$ cat src/verilog/axil_pkg.sv
`default_nettype none

package axil_pkg;

    localparam int ADDR_W = 12;
    localparam int DATA_W = 32;

    // register map, word aligned
    localparam logic [ADDR_W-1:0] REG_CTRL_OFS      = 12'h000;
    localparam logic [ADDR_W-1:0] REG_ITEM_LAST_OFS = 12'h004;

    localparam logic [1:0] RESP_OKAY = 2'b00;

    typedef enum logic [2:0] {
        IDLE,
        ADDR_HELD,
        DATA_HELD,
        WRITE_RESP,
        READ_FETCH,
        READ_RESP
    } axil_state_e;

    // ------------------------------------------------------------------------
    // bus channels, master side and slave side
    // ------------------------------------------------------------------------
    typedef struct packed {
        logic [ADDR_W-1:0] awaddr;
        logic              awvalid;
        logic [DATA_W-1:0] wdata;
        logic              wvalid;
        logic              bready;
        logic [ADDR_W-1:0] araddr;
        logic              arvalid;
        logic              rready;
    } axil_req_t;

    typedef struct packed {
        logic              awready;
        logic              wready;
        logic              bvalid;
        logic [1:0]        bresp;
        logic              arready;
        logic              rvalid;
        logic [DATA_W-1:0] rdata;
        logic [1:0]        rresp;
    } axil_rsp_t;

    // one-cycle register write strobe
    typedef struct packed {
        logic              valid;
        logic [ADDR_W-1:0] ofs;
        logic [DATA_W-1:0] data;
    } reg_wr_t;

endpackage

`default_nettype wire

$ cat src/verilog/itemgen_pkg.sv
`default_nettype none

package itemgen_pkg;

    // hypervector geometry
    localparam int WORD_W     = 32;
    localparam int HV_WORDS   = 8;
    localparam int HV_W       = HV_WORDS * WORD_W;
    localparam int WORD_IDX_W = $clog2(HV_WORDS);

    // up to 1024 item memories
    localparam int ITEM_A_W = 10;

    // ------------------------------------------------------------------------
    // xorshift32 constants
    // ------------------------------------------------------------------------
    localparam logic [WORD_W-1:0] PRNG_SEED = 32'h92D68CA2;

    localparam int XS_A = 13;
    localparam int XS_B = 17;
    localparam int XS_C = 5;

    // finished hypervector toward the item memories
    // word k sits in bits [32k+31:32k]
    typedef struct packed {
        logic                valid;
        logic [ITEM_A_W-1:0] addr;
        logic [HV_W-1:0]     vector;
    } item_wr_t;

endpackage

`default_nettype wire
$ cat src/verilog/axil_slave_fsm.sv
`default_nettype none
`timescale 1ns/1ns

module axil_slave_fsm (
    input  logic                        AXIS_ACLK,
    input  logic                        S_AXI_ARESETN,
    input  axil_pkg::axil_req_t         axil_req,
    output axil_pkg::axil_rsp_t         axil_rsp,
    output axil_pkg::reg_wr_t           reg_wr,
    output logic [axil_pkg::ADDR_W-1:0] rd_ofs,
    input  logic [axil_pkg::DATA_W-1:0] rd_data
);
    import axil_pkg::*;

    axil_state_e       state;
    logic [ADDR_W-1:0] wr_addr;
    logic [DATA_W-1:0] wr_data;
    logic [ADDR_W-1:0] rd_addr;
    logic [DATA_W-1:0] rdata_q;
    logic              wr_pulse;

    logic aw_hs;
    logic w_hs;
    logic ar_hs;

    // drop the byte lane bits
    function automatic logic [ADDR_W-1:0] word_ofs(input logic [ADDR_W-1:0] a);
        return {a[ADDR_W-1:2], 2'b00};
    endfunction

    // ------------------------------------------------------------------------
    // handshake outputs, straight from the state
    // ------------------------------------------------------------------------
    assign axil_rsp.awready = (state == IDLE) || (state == DATA_HELD);
    assign axil_rsp.wready  = (state == IDLE) || (state == ADDR_HELD);
    // a write offered in the same cycle wins over the read
    assign axil_rsp.arready = (state == IDLE) && !axil_req.awvalid && !axil_req.wvalid;
    assign axil_rsp.bvalid  = (state == WRITE_RESP);
    assign axil_rsp.bresp   = RESP_OKAY;
    assign axil_rsp.rvalid  = (state == READ_RESP);
    assign axil_rsp.rdata   = rdata_q;
    assign axil_rsp.rresp   = RESP_OKAY;

    assign aw_hs = axil_req.awvalid && axil_rsp.awready;
    assign w_hs  = axil_req.wvalid && axil_rsp.wready;
    assign ar_hs = axil_req.arvalid && axil_rsp.arready;

    always_ff @(posedge AXIS_ACLK) begin
        if (!S_AXI_ARESETN) begin
            state    <= IDLE;
            wr_pulse <= 1'b0;
        end else begin
            wr_pulse <= 1'b0;
            case (state)
                IDLE: begin
                    if (aw_hs && w_hs) begin
                        state    <= WRITE_RESP;
                        wr_pulse <= 1'b1;
                    end else if (aw_hs) begin
                        state <= ADDR_HELD;
                    end else if (w_hs) begin
                        state <= DATA_HELD;
                    end else if (ar_hs) begin
                        state <= READ_FETCH;
                    end
                end
                ADDR_HELD: begin
                    if (w_hs) begin
                        state    <= WRITE_RESP;
                        wr_pulse <= 1'b1;
                    end
                end
                DATA_HELD: begin
                    if (aw_hs) begin
                        state    <= WRITE_RESP;
                        wr_pulse <= 1'b1;
                    end
                end
                WRITE_RESP: begin
                    if (axil_req.bready) begin
                        state <= IDLE;
                    end
                end
                // register file answers in one cycle
                READ_FETCH: state <= READ_RESP;
                READ_RESP: begin
                    if (axil_req.rready) begin
                        state <= IDLE;
                    end
                end
                default: state <= IDLE;
            endcase
        end
    end

    // latched address and data
    always_ff @(posedge AXIS_ACLK) begin
        if (aw_hs) begin
            wr_addr <= word_ofs(axil_req.awaddr);
        end
        if (w_hs) begin
            wr_data <= axil_req.wdata;
        end
        if (ar_hs) begin
            rd_addr <= word_ofs(axil_req.araddr);
        end
        if (state == READ_FETCH) begin
            rdata_q <= rd_data;
        end
    end

    assign reg_wr.valid = wr_pulse;
    assign reg_wr.ofs   = wr_addr;
    assign reg_wr.data  = wr_data;

    assign rd_ofs = rd_addr;

endmodule

`default_nettype wire

$ cat src/verilog/ctrl_regs.sv
`default_nettype none
`timescale 1ns/1ns

module ctrl_regs (
    input  logic                            AXIS_ACLK,
    input  logic                            S_AXI_ARESETN,
    input  axil_pkg::reg_wr_t               reg_wr,
    input  logic [axil_pkg::ADDR_W-1:0]     rd_ofs,
    output logic [axil_pkg::DATA_W-1:0]     rd_data,
    input  logic                            gen_done,
    output logic                            gen,
    output logic [itemgen_pkg::ITEM_A_W-1:0] item_last
);
    import axil_pkg::*;
    import itemgen_pkg::*;

    logic ctrl_wr;
    logic last_wr;

    assign ctrl_wr = reg_wr.valid && (reg_wr.ofs == REG_CTRL_OFS);
    assign last_wr = reg_wr.valid && (reg_wr.ofs == REG_ITEM_LAST_OFS);

    // gen self-clears after the last item, a bus write wins
    always_ff @(posedge AXIS_ACLK) begin
        if (!S_AXI_ARESETN) begin
            gen       <= 1'b0;
            item_last <= '0;
        end else begin
            if (ctrl_wr) begin
                gen <= reg_wr.data[0];
            end else if (gen_done) begin
                gen <= 1'b0;
            end
            if (last_wr) begin
                item_last <= reg_wr.data[ITEM_A_W-1:0];
            end
        end
    end

    // read mux, unmapped offsets return zero
    always_comb begin
        rd_data = '0;
        case (rd_ofs)
            REG_CTRL_OFS:      rd_data[0] = gen;
            REG_ITEM_LAST_OFS: rd_data[ITEM_A_W-1:0] = item_last;
            default:           rd_data = {DATA_W{1'b0}};
        endcase
    end

endmodule

`default_nettype wire

$ cat src/verilog/hv_generator.sv
`default_nettype none
`timescale 1ns/1ns

module hv_generator (
    input  logic                                AXIS_ACLK,
    input  logic                                gen,
    input  logic [itemgen_pkg::WORD_IDX_W-1:0]  word_idx,
    input  logic                                item_done,
    input  logic [itemgen_pkg::ITEM_A_W-1:0]    item_a,
    output itemgen_pkg::item_wr_t               item_wr
);
    import itemgen_pkg::*;

    logic [WORD_W-1:0]                xs_state;
    logic [WORD_W-1:0]                xs_next;
    logic [HV_WORDS-1:0][WORD_W-1:0]  hv_q;

    // one xorshift32 step
    function automatic logic [WORD_W-1:0] xs_step(input logic [WORD_W-1:0] x);
        logic [WORD_W-1:0] t;
        t = x ^ (x << XS_A);
        t = t ^ (t >> XS_B);
        t = t ^ (t << XS_C);
        return t;
    endfunction

    assign xs_next = xs_step(xs_state);

    // ------------------------------------------------------------------------
    // generator state, back to seed whenever gen drops
    // ------------------------------------------------------------------------
    always_ff @(posedge AXIS_ACLK) begin
        if (!gen) begin
            xs_state <= PRNG_SEED;
        end else begin
            xs_state <= xs_next;
        end
    end

    // ------------------------------------------------------------------------
    // hypervector assembly, one word per cycle
    // ------------------------------------------------------------------------
    always_ff @(posedge AXIS_ACLK) begin
        if (!gen) begin
            hv_q <= '0;
        end else begin
            hv_q[word_idx] <= xs_state;
        end
    end

    // the register still holds the whole vector during the done cycle,
    // word 0 of the next item lands at its end
    assign item_wr.valid  = item_done;
    assign item_wr.addr   = item_a;
    assign item_wr.vector = hv_q;

endmodule

`default_nettype wire

$ cat src/verilog/item_counter.sv
`default_nettype none
`timescale 1ns/1ns

module item_counter (
    input  logic                                AXIS_ACLK,
    input  logic                                gen,
    input  logic [itemgen_pkg::ITEM_A_W-1:0]    item_last,
    output logic [itemgen_pkg::WORD_IDX_W-1:0]  word_idx,
    output logic                                item_done,
    output logic [itemgen_pkg::ITEM_A_W-1:0]    item_a,
    output logic                                gen_done
);
    import itemgen_pkg::*;

    logic last_word;

    assign last_word = (word_idx == WORD_IDX_W'(HV_WORDS - 1));

    // everything sits at zero while gen is low
    always_ff @(posedge AXIS_ACLK) begin
        if (!gen) begin
            word_idx  <= '0;
            item_done <= 1'b0;
            item_a    <= '0;
        end else begin
            if (last_word) begin
                word_idx <= '0;
            end else begin
                word_idx <= word_idx + 1'b1;
            end
            // vector is complete one cycle after its last word
            item_done <= last_word;
            if (item_done) begin
                item_a <= item_a + 1'b1;
            end
        end
    end

    // final item leaves this cycle
    assign gen_done = item_done && (item_a == item_last);

endmodule

`default_nettype wire

$ cat src/verilog/item_memory_gen_top.sv
`default_nettype none
`timescale 1ns/1ns

module item_memory_gen_top (
    input  logic                    AXIS_ACLK,
    input  logic                    S_AXI_ARESETN,
    input  axil_pkg::axil_req_t     axil_req,
    output axil_pkg::axil_rsp_t     axil_rsp,
    output itemgen_pkg::item_wr_t   item_wr
);
    import axil_pkg::*;
    import itemgen_pkg::*;

    // bus side
    reg_wr_t             reg_wr;
    logic [ADDR_W-1:0]   rd_ofs;
    logic [DATA_W-1:0]   rd_data;

    // control
    logic                gen;
    logic                gen_done;
    logic [ITEM_A_W-1:0] item_last;

    // generation
    logic [WORD_IDX_W-1:0] word_idx;
    logic                  item_done;
    logic [ITEM_A_W-1:0]   item_a;

    axil_slave_fsm u_axil_slave_fsm (
        .AXIS_ACLK     (AXIS_ACLK),
        .S_AXI_ARESETN (S_AXI_ARESETN),
        .axil_req      (axil_req),
        .axil_rsp      (axil_rsp),
        .reg_wr        (reg_wr),
        .rd_ofs        (rd_ofs),
        .rd_data       (rd_data)
    );

    ctrl_regs u_ctrl_regs (
        .AXIS_ACLK     (AXIS_ACLK),
        .S_AXI_ARESETN (S_AXI_ARESETN),
        .reg_wr        (reg_wr),
        .rd_ofs        (rd_ofs),
        .rd_data       (rd_data),
        .gen_done      (gen_done),
        .gen           (gen),
        .item_last     (item_last)
    );

    item_counter u_item_counter (
        .AXIS_ACLK (AXIS_ACLK),
        .gen       (gen),
        .item_last (item_last),
        .word_idx  (word_idx),
        .item_done (item_done),
        .item_a    (item_a),
        .gen_done  (gen_done)
    );

    hv_generator u_hv_generator (
        .AXIS_ACLK (AXIS_ACLK),
        .gen       (gen),
        .word_idx  (word_idx),
        .item_done (item_done),
        .item_a    (item_a),
        .item_wr   (item_wr)
    );

endmodule

`default_nettype wire

$ cat config.mk
export PLATFORM = sky130hd
export DESIGN_NAME = item_memory_gen_top
export DESIGN_NICKNAME = d
export VERILOG_FILES = /design/src/verilog/axil_pkg.sv /design/src/verilog/itemgen_pkg.sv /design/src/verilog/axil_slave_fsm.sv /design/src/verilog/ctrl_regs.sv /design/src/verilog/hv_generator.sv /design/src/verilog/item_counter.sv /design/src/verilog/item_memory_gen_top.sv
export SDC_FILE = /design/constraint.sdc
export NUM_CORES = 1
export LEC_CHECK = 0
export BUFFER_PORTS_ARGS = -buffer_cell sky130_fd_sc_hd__buf_2
export CAP_MARGIN = 20
export CORE_MARGIN = 4
export CORE_UTILIZATION = 40
export CTS_CLUSTER_SIZE = 8
export DETAILED_ROUTE_END_ITERATION = 16
export PLACE_DENSITY = 0.69
export SLEW_MARGIN = 15
export SYNTH_ARGS = -nofsm -noshare
export SYNTH_HDL_FRONTEND = slang
export SYNTH_HIERARCHICAL = 1
export SYNTH_SLANG_ARGS = --single-unit
$ cat constraint.sdc
create_clock -name AXIS_ACLK -period 8.6 [get_ports AXIS_ACLK]
set_input_delay 1.29 -clock AXIS_ACLK [delete_from_list [all_inputs] [get_ports AXIS_ACLK]]
set_output_delay 1.29 -clock AXIS_ACLK [all_outputs]
set_load 0.005 [all_outputs]
==> metrics, run 1 <==
outcome=finished, final reports clean; Ys Warns=6; setup_tns=0 ns; Fin. Hold Viols=0; TritonCTS clock tree=done; clock-pin transition on the worst setup and hold timing paths=0.05 ns; Setup Skew=0.0214 ns; switching share of total power=21.4%; Vias/cell=4.89; Crit. End Element=primary output; # Post-CTS Setup Buffers=0; Cells on Worst Hold Path=2; DIE AREA=41500 um2; Crit path arrival time=1.87 ns; clk buf depth=3; Setup crit start kind=input pin; worst hold margin=around 0.45 ns; share of layout cells above drive strength 1=23.9%; worst r2r path cells=3; largest net degree at the start of global routing=129; Port Buffers=340; crit path max fanout=5; register area=8210 um2; DR iter-0 viols=705; power share of the clock group=48.8%; switching pwr=0.815 mW; Syn Inst Count=about 1600; Clock Sink Count=~380; leading cell type in the layout, fill and taps excluded=nand2_1; Mean Syn Cell Area=9.73 um2; grt ovf=0; Fillers=~3500; num rows=71; max_cap viols=0; Setup CP Type=in2out; Syn Std Cell Area=roughly 15000 um2; Comb power frac=2.3%; detailed-route via count=about 12000; Vert. Die Dim=204 um; # IOs=371; Max Slew Vio Count=0; most frequent cells in the layout=nand2_1 (550), buf_2 (340), dfxtp_1 (316); total wire length=44400 um; share of power burned in registers=48.9%; antenna cells=0; first-pass GRT wire length=66100 um; wire length per cell=18.7 um; DR DRC count=0; Total GRT Usage=20.6%; core area=37800 um2; layout net count=1910; footprint of the multi-input gates=6070 um2; vias in the first global route=around 11000; Leak=roughly 7.0 nW; worst endpoint required time=around 7.3 ns; Clk Latency, worst-skew pair=0.59 ns; Internal Power=3.00 mW; CTS hold repair buffers=0; starting density of the core=40.6%; Die X=slightly above 200 um; Worst Tran Pin Value=1.05 ns; Clock H-tree levels=2; initial antenna violation count=0; GPL Wtd Cong=between 0.7 and 0.8; RSZ-0062 raised after global routing=no; CTS root buf=clkbuf_16; Hold Crit Class=reg2reg; period utilization=36.8%; Pre-Repair DR Iteration Count=5; Worst VDD drop=0.000159 V; cts bufs inserted=53; Tmin final=roughly 3.2 ns; slew margin rel.=between 20% and 30%; Synth-to-Final Area Change=19.2%; PwrDens=~210 nW/um2; post_cts resized=0; final setup vio count=0; post-DP HPWL=29200 um; max frequency=316 MHz; Final ANT Viol Nets=0
## critical path, cell delays in order
cell and delay (ns):
buf_2 0.13, nor3_1 0.19, and2_1 0.15, buf_2 0.11
## routing by layer
metal | wire length (um) | global-route usage, %
met1 | 18700 | 26.8
met2 | 20600 | 33.3
met4 | 1640 | 7.78
met3 | 3460 | 5.15
met5 | 0 | 0
## final cells by class
cell class	count	area share, %
clock buffers	67	7.66
clock inverters	3	0.206
inverters	5	0.103
multi-input cells	1044	33.3
flip-flops and latches	379	45.0
well taps	511	3.50
repair buffers	361	10.3
## state kept, by name, summed over array words and instances, names as in the netlist
name,cells
u_axil_slave_fsm/rd_ofs,10
u_axil_slave_fsm/rdata_q,32
u_axil_slave_fsm/state,3
u_axil_slave_fsm/wr_addr,10
u_axil_slave_fsm/wr_data,10
u_axil_slave_fsm/wr_pulse,1
u_ctrl_regs/gen,1
u_ctrl_regs/item_last,10
u_hv_generator/item_wr,256
u_hv_generator/xs_state,32
u_item_counter/item_a,10
u_item_counter/item_done,1
u_item_counter/word_idx,3
## power groups by stage
stage / Clock (mW) / Sequential (mW) / Combinational, mW
after detailed placement: 0 / 1.90 / 0.0860
after floorplan: 0 / 1.89 / 0.0765
final: 1.86 / 1.87 / 0.0861
after CTS: 1.91 / 1.87 / 0.0864
after global routing: 1.99 / 1.87 / 0.0966
after global placement: 0 / 1.90 / 0.0832
## stage by stage
stage | setup slack [ns] | util [%] | power, mW | cell area, um2 | cells
4_1_cts | 5.44 | 48.3 | 3.86 | 18200 | 2369
6_report | 5.44 | 48.3 | 3.82 | 18300 | 2370
2_1_floorplan | 5.39 | - | 1.96 | 15400 | 1602
3_5_place_dp | 5.44 | 44.5 | 1.99 | 16800 | 2299
3_3_place_gp | 5.43 | 44.5 | 1.98 | 16800 | 2299
5_1_grt | 5.38 | 48.3 | 3.95 | 18300 | 2370
## worst paths after layout
| path | from | to | slack (ns) |
|---|---|---|---|
| max | axil_req[48] | axil_rsp[35] | 5.44 |
| min | u_hv_generator/item_wr[109] | u_hv_generator/item_wr[109] | 0.45 |
| max reg2reg | u_ctrl_regs/gen | u_hv_generator/item_wr[72] | 6.19 |
| min reg2reg | u_hv_generator/item_wr[109] | u_hv_generator/item_wr[109] | 0.45 |
No activity file was read; power rests on OpenSTA's default activity.
==> inputs of run 2 (changes only) <==
- PLACE_DENSITY: 0.69 -> 0.72
- clock period: 8.6 -> 2.9 ns (I/O delays scaled with it)
==> metrics, run 2 (synthesis gave the netlist of run 1 again) <==
outcome=finished, final reports clean; CTS hold repair buffers=15; reg2reg setup slack=between 0.8 and 0.9 ns; CTS root buf=clkbuf_16; post_cts resized=0; Setup CP Type=reg2reg; core area=37800 um2; Vias/cell=4.89; starting density of the core=40.6%; Max Slew Vio Count=0; Clk Latency, worst-skew pair=approximately 0.58 ns; PwrDens=between 600 and 700 nW/um2; Crit path arrival time=between 2 and 3 ns; Fin. Hold Viols=0; final setup vio count=0; Crit. End Element=register; Leak=between 7 and 8 nW; worst hold margin=around 0.042 ns; most frequent cells in the layout=nand2_1 (550), buf_2 (340), dfxtp_1 (316); share of power burned in registers=49.0%; TritonCTS clock tree=done; power share of the clock group=48.5%; Clock Sink Count=approximately 380; # Post-CTS Setup Buffers=0; Hold Crit Class=in2reg; antenna cells=0; Comb power frac=2.5%; num rows=71; Final Cell Area=18600 um2; Pre-Repair DR Iteration Count=5; Setup Skew=0.0218 ns; Worst VDD drop=0.000484 V; CP max stage delay=0.75 ns; placed cell areas=around 17000 um2; grt ovf=0; DR DRC count=0; max_cap viols=0; DR iter-0 viols=627; Port Buffers=340; clk buf depth=3; crit-path cells=and3b_1 > buf_12 > nand2_1 > a21boi_0; slowest CP cell=dfxtp_1; # IOs=~370; CP delay by family, top=simple AND/OR/NAND/NOR gates; clock-pin transition on the worst setup and hold timing paths=0.05 ns; Buf+Inv Stages, Crit Path=1; Total GRT Usage=20.8%; Synth-to-Final Area Change=21.3%; final setup margin=0.884 ns; post-DP HPWL=29400 um; layout net count=1939; Clock H-tree levels=2; Tmin final=2.02 ns; switching pwr=2.37 mW; total wire length=around 45000 um; period utilization=69.5%; first-pass GRT wire length=between 60000 and 70000 um; initial antenna violation count=0; Internal Power=8.93 mW; setup_tns=0 ns; Worst Tran Pin Value=0.860 ns; largest net degree at the start of global routing=89; GPL Wtd Cong=0.791; detailed-route via count=11700; vias in the first global route=around 11000; Final ANT Viol Nets=0; Setup crit start kind=register; Vert. Die Dim=roughly 200 um; Die X=204 um; RSZ-0062 raised after global routing=no; wire length per cell=~19 um; share of layout cells above drive strength 1=24.3%; max frequency=496 MHz; max reg flops=256; worst endpoint required time=about 3.4 ns; crit path max fanout=21; DIE AREA=41500 um2; pre-CTS setup slack=0.882 ns; leading cell type in the layout, fill and taps excluded=nand2_1; slew margin rel.=42.6%; cts bufs inserted=53; switching share of total power=a little over a fifth
run 2: worst register-to-register path, stage by stage (launching register included):
cell and delay, ns:
dfxtp_1 0.75, and3b_1 0.71, buf_12 0.25, nand2_1 0.06
a21boi_0 0.16
run 2: layer usage:
metal  global-route usage [%]  routed length (um)  up-vias
met5                        0                   0        -
met4                     7.18                1480        0
met3                     4.72                3100       95
met2                     35.4               21400      416
met1                     26.2               18600     5587
li1                         -                   -     5622
run 2: cell type report:
class                           count  area [um2]
Tap cell                          511         639
Inverter                            5        18.8
Clock buffer                       68        1410
Timing Repair Buffer              390        2200
Fill cell                        3452       19200
Sequential cell                   379        8210
Clock inverter                      2        21.3
Multi-Input combinational cell   1044        6080
run 2: worst paths after layout:
check	from	end	cells past startpoint
worst max-delay path	u_item_counter/word_idx[0]	u_hv_generator/item_wr[127]	4
worst min-delay path	axil_req[60]	u_axil_slave_fsm/wr_addr[11]	1
worst max register to register	u_item_counter/word_idx[0]	u_hv_generator/item_wr[127]	4
worst min register to register	u_hv_generator/item_wr[60]	u_hv_generator/item_wr[60]	2
run 2: through the flow:
stage	power, mW	util [%]	std cells
floorplan	5.83	-	1602
global placement	5.88	45.0	2313
detailed placement	5.90	45.0	2314
CTS	11.4	49.2	2399
global route	11.7	49.2	2399
finish	11.3	49.2	2399
run 2: power by group through the flow:
stage               Combinational [mW]  Clock, mW  Sequential (mW)
global placement                 0.248          0             5.64
global route                     0.308       5.86             5.54
floorplan                        0.230          0             5.60
CTS                              0.276       5.62             5.54
finish                           0.279       5.48             5.54
detailed placement               0.260          0             5.64
==> inputs of run 3 (changes only) <==
- PLACE_DENSITY: 0.72 -> 0.69
- clock period: 2.9 -> 1.9 ns (I/O delays scaled with it)
==> metrics, run 3 (synthesis gave the netlist of run 1 again) <==
outcome=finished, final reports clean; GPL Wtd Cong=0.790; CTS root buf=clkbuf_16; Total GRT Usage=21.1%; Pre-Repair DR Iteration Count=5; first-pass GRT wire length=67800 um; power share of the clock group=48.3%; switching share of total power=21.0%; switching pwr=3.62 mW; placed cell areas=17300 um2; detailed-route via count=11900; Worst VDD drop=0.000776 V; Clock Sink Count=379; max_cap viols=0; PwrDens=just over 900 nW/um2; setup_tns=0 ns; Max Slew Vio Count=0; DR iter-0 viols=649; starting density of the core=40.6%; Setup Skew=0.0233 ns; Leak=7.43 nW; Final Cell Area=19000 um2; Buf+Inv Stages, Crit Path=1; DR DRC count=0; Tmin final=between 1.5 and 2 ns; leading cell type in the layout, fill and taps excluded=nand2_1; antenna cells=0; wire length per cell=18.4 um; Worst Tran Pin Value=0.535 ns; clk buf depth=3; vias in the first global route=11500; core area=37800 um2; # IOs=371; Clock H-tree levels=2; Final Util=between 50% and 60%; RSZ-0062 raised after global routing=no; share of layout cells above drive strength 1=approximately 26%; slowest CP cell=or4b_4; crit path max fanout=10; final setup margin=0.135 ns; CP max stage delay=0.55 ns; cts bufs inserted=53; CP delay by family, top=simple AND/OR/NAND/NOR gates; period utilization=92.9%; Fin. Hold Viols=0; worst hold margin=between 0.05 and 0.06 ns; TritonCTS clock tree=done; final setup vio count=0; Fillers=around 3500; overall power=17.2 mW; post-DP HPWL=about 30000 um; max frequency=about 570 MHz; largest net degree at the start of global routing=86; share of power burned in registers=between 40 and 50%; max reg flops=between 200 and 300; Setup crit start kind=register; Synth-to-Final Area Change=24.2%; # Post-CTS Setup Buffers=0; worst endpoint required time=between 2 and 2.5 ns; most frequent cells in the layout=nand2_1 (550), buf_2 (340), dfxtp_1 (313); Setup CP Type=reg2reg; Comb power frac=approximately 2.6%; pre-CTS setup slack=around 0.17 ns; slew margin rel.=roughly 64%; Vert. Die Dim=slightly above 200 um; Internal Power=~14 mW; reg2reg setup slack=0.14 ns; crit-path cells=or4b_4 > nor4_2 > buf_4 > mux2i_1; Crit. End Element=register; DIE AREA=41500 um2; Port Buffers=340; Final ANT Viol Nets=0; Crit path arrival time=2.26 ns; total wire length=about 45000 um; grt ovf=0; Inst Count DP=2351; final cell count without fillers=2452; Hold Crit Class=in2reg; Die X=204 um; Vias/cell=4.84; num rows=71; Clk Latency, worst-skew pair=0.57 ns; initial antenna violation count=0; clock-pin transition on the worst setup and hold timing paths=0.05 ns; layout net count=between 1500 and 2000
[run 3: worst reg2reg max path: stages (launching register included)]
cell and delay [ns]:
edfxtp_1 0.37, or4b_4 0.55, nor4_2 0.27, buf_4 0.26, mux2i_1 0.24
[run 3: layout make-up]
| class | count | area [um2] | area share, % |
|---|---|---|---|
| multi-input combinational | 1044 | 6080 | 32.0 |
| timing repair buffer | 443 | 2650 | 13.9 |
| clock buffer | 68 | 1400 | 7.37 |
| sequential | 379 | 8220 | 43.2 |
| tap | 511 | 639 | 3.36 |
| clock inverter | 2 | 17.5 | 0.0921 |
| inverter | 5 | 18.8 | 0.0987 |
[run 3: what timing repair did]
action | 4_1_cts | 5_1_grt
hold buffers | 31 | 0
hold endpoints to repair | 31 | 0
endpoints found under the setup margin | 0 | 3
resized for setup | 0 | 3
[run 3: worst paths after layout]
path / from / endpoint / cells after the start
max: u_axil_slave_fsm/wr_addr[8] / u_ctrl_regs/item_last[5] / 4
min: axil_req[14] / u_axil_slave_fsm/state[1] / 3
min reg2reg: u_hv_generator/item_wr[177] / u_hv_generator/item_wr[177] / 2
max reg2reg: u_axil_slave_fsm/wr_addr[8] / u_ctrl_regs/item_last[5] / 4
[run 3: metal layers]
layer	wire (um)	vias to the layer above	track usage (%)
met5	0	-	0
met4	1380	0	7.68
met3	3100	79	4.52
met2	21700	399	35.2
met1	18900	5666	27.0
li1	-	5735	-
[run 3: power by group through the flow]
stage | Clock, mW | Combinational [mW] | Sequential (mW)
global route | 8.88 | 0.501 | 8.47
detailed placement | 0 | 0.399 | 8.61
global placement | 0 | 0.387 | 8.61
CTS | 8.53 | 0.449 | 8.45
finish | 8.33 | 0.455 | 8.46
floorplan | 0 | 0.359 | 8.55
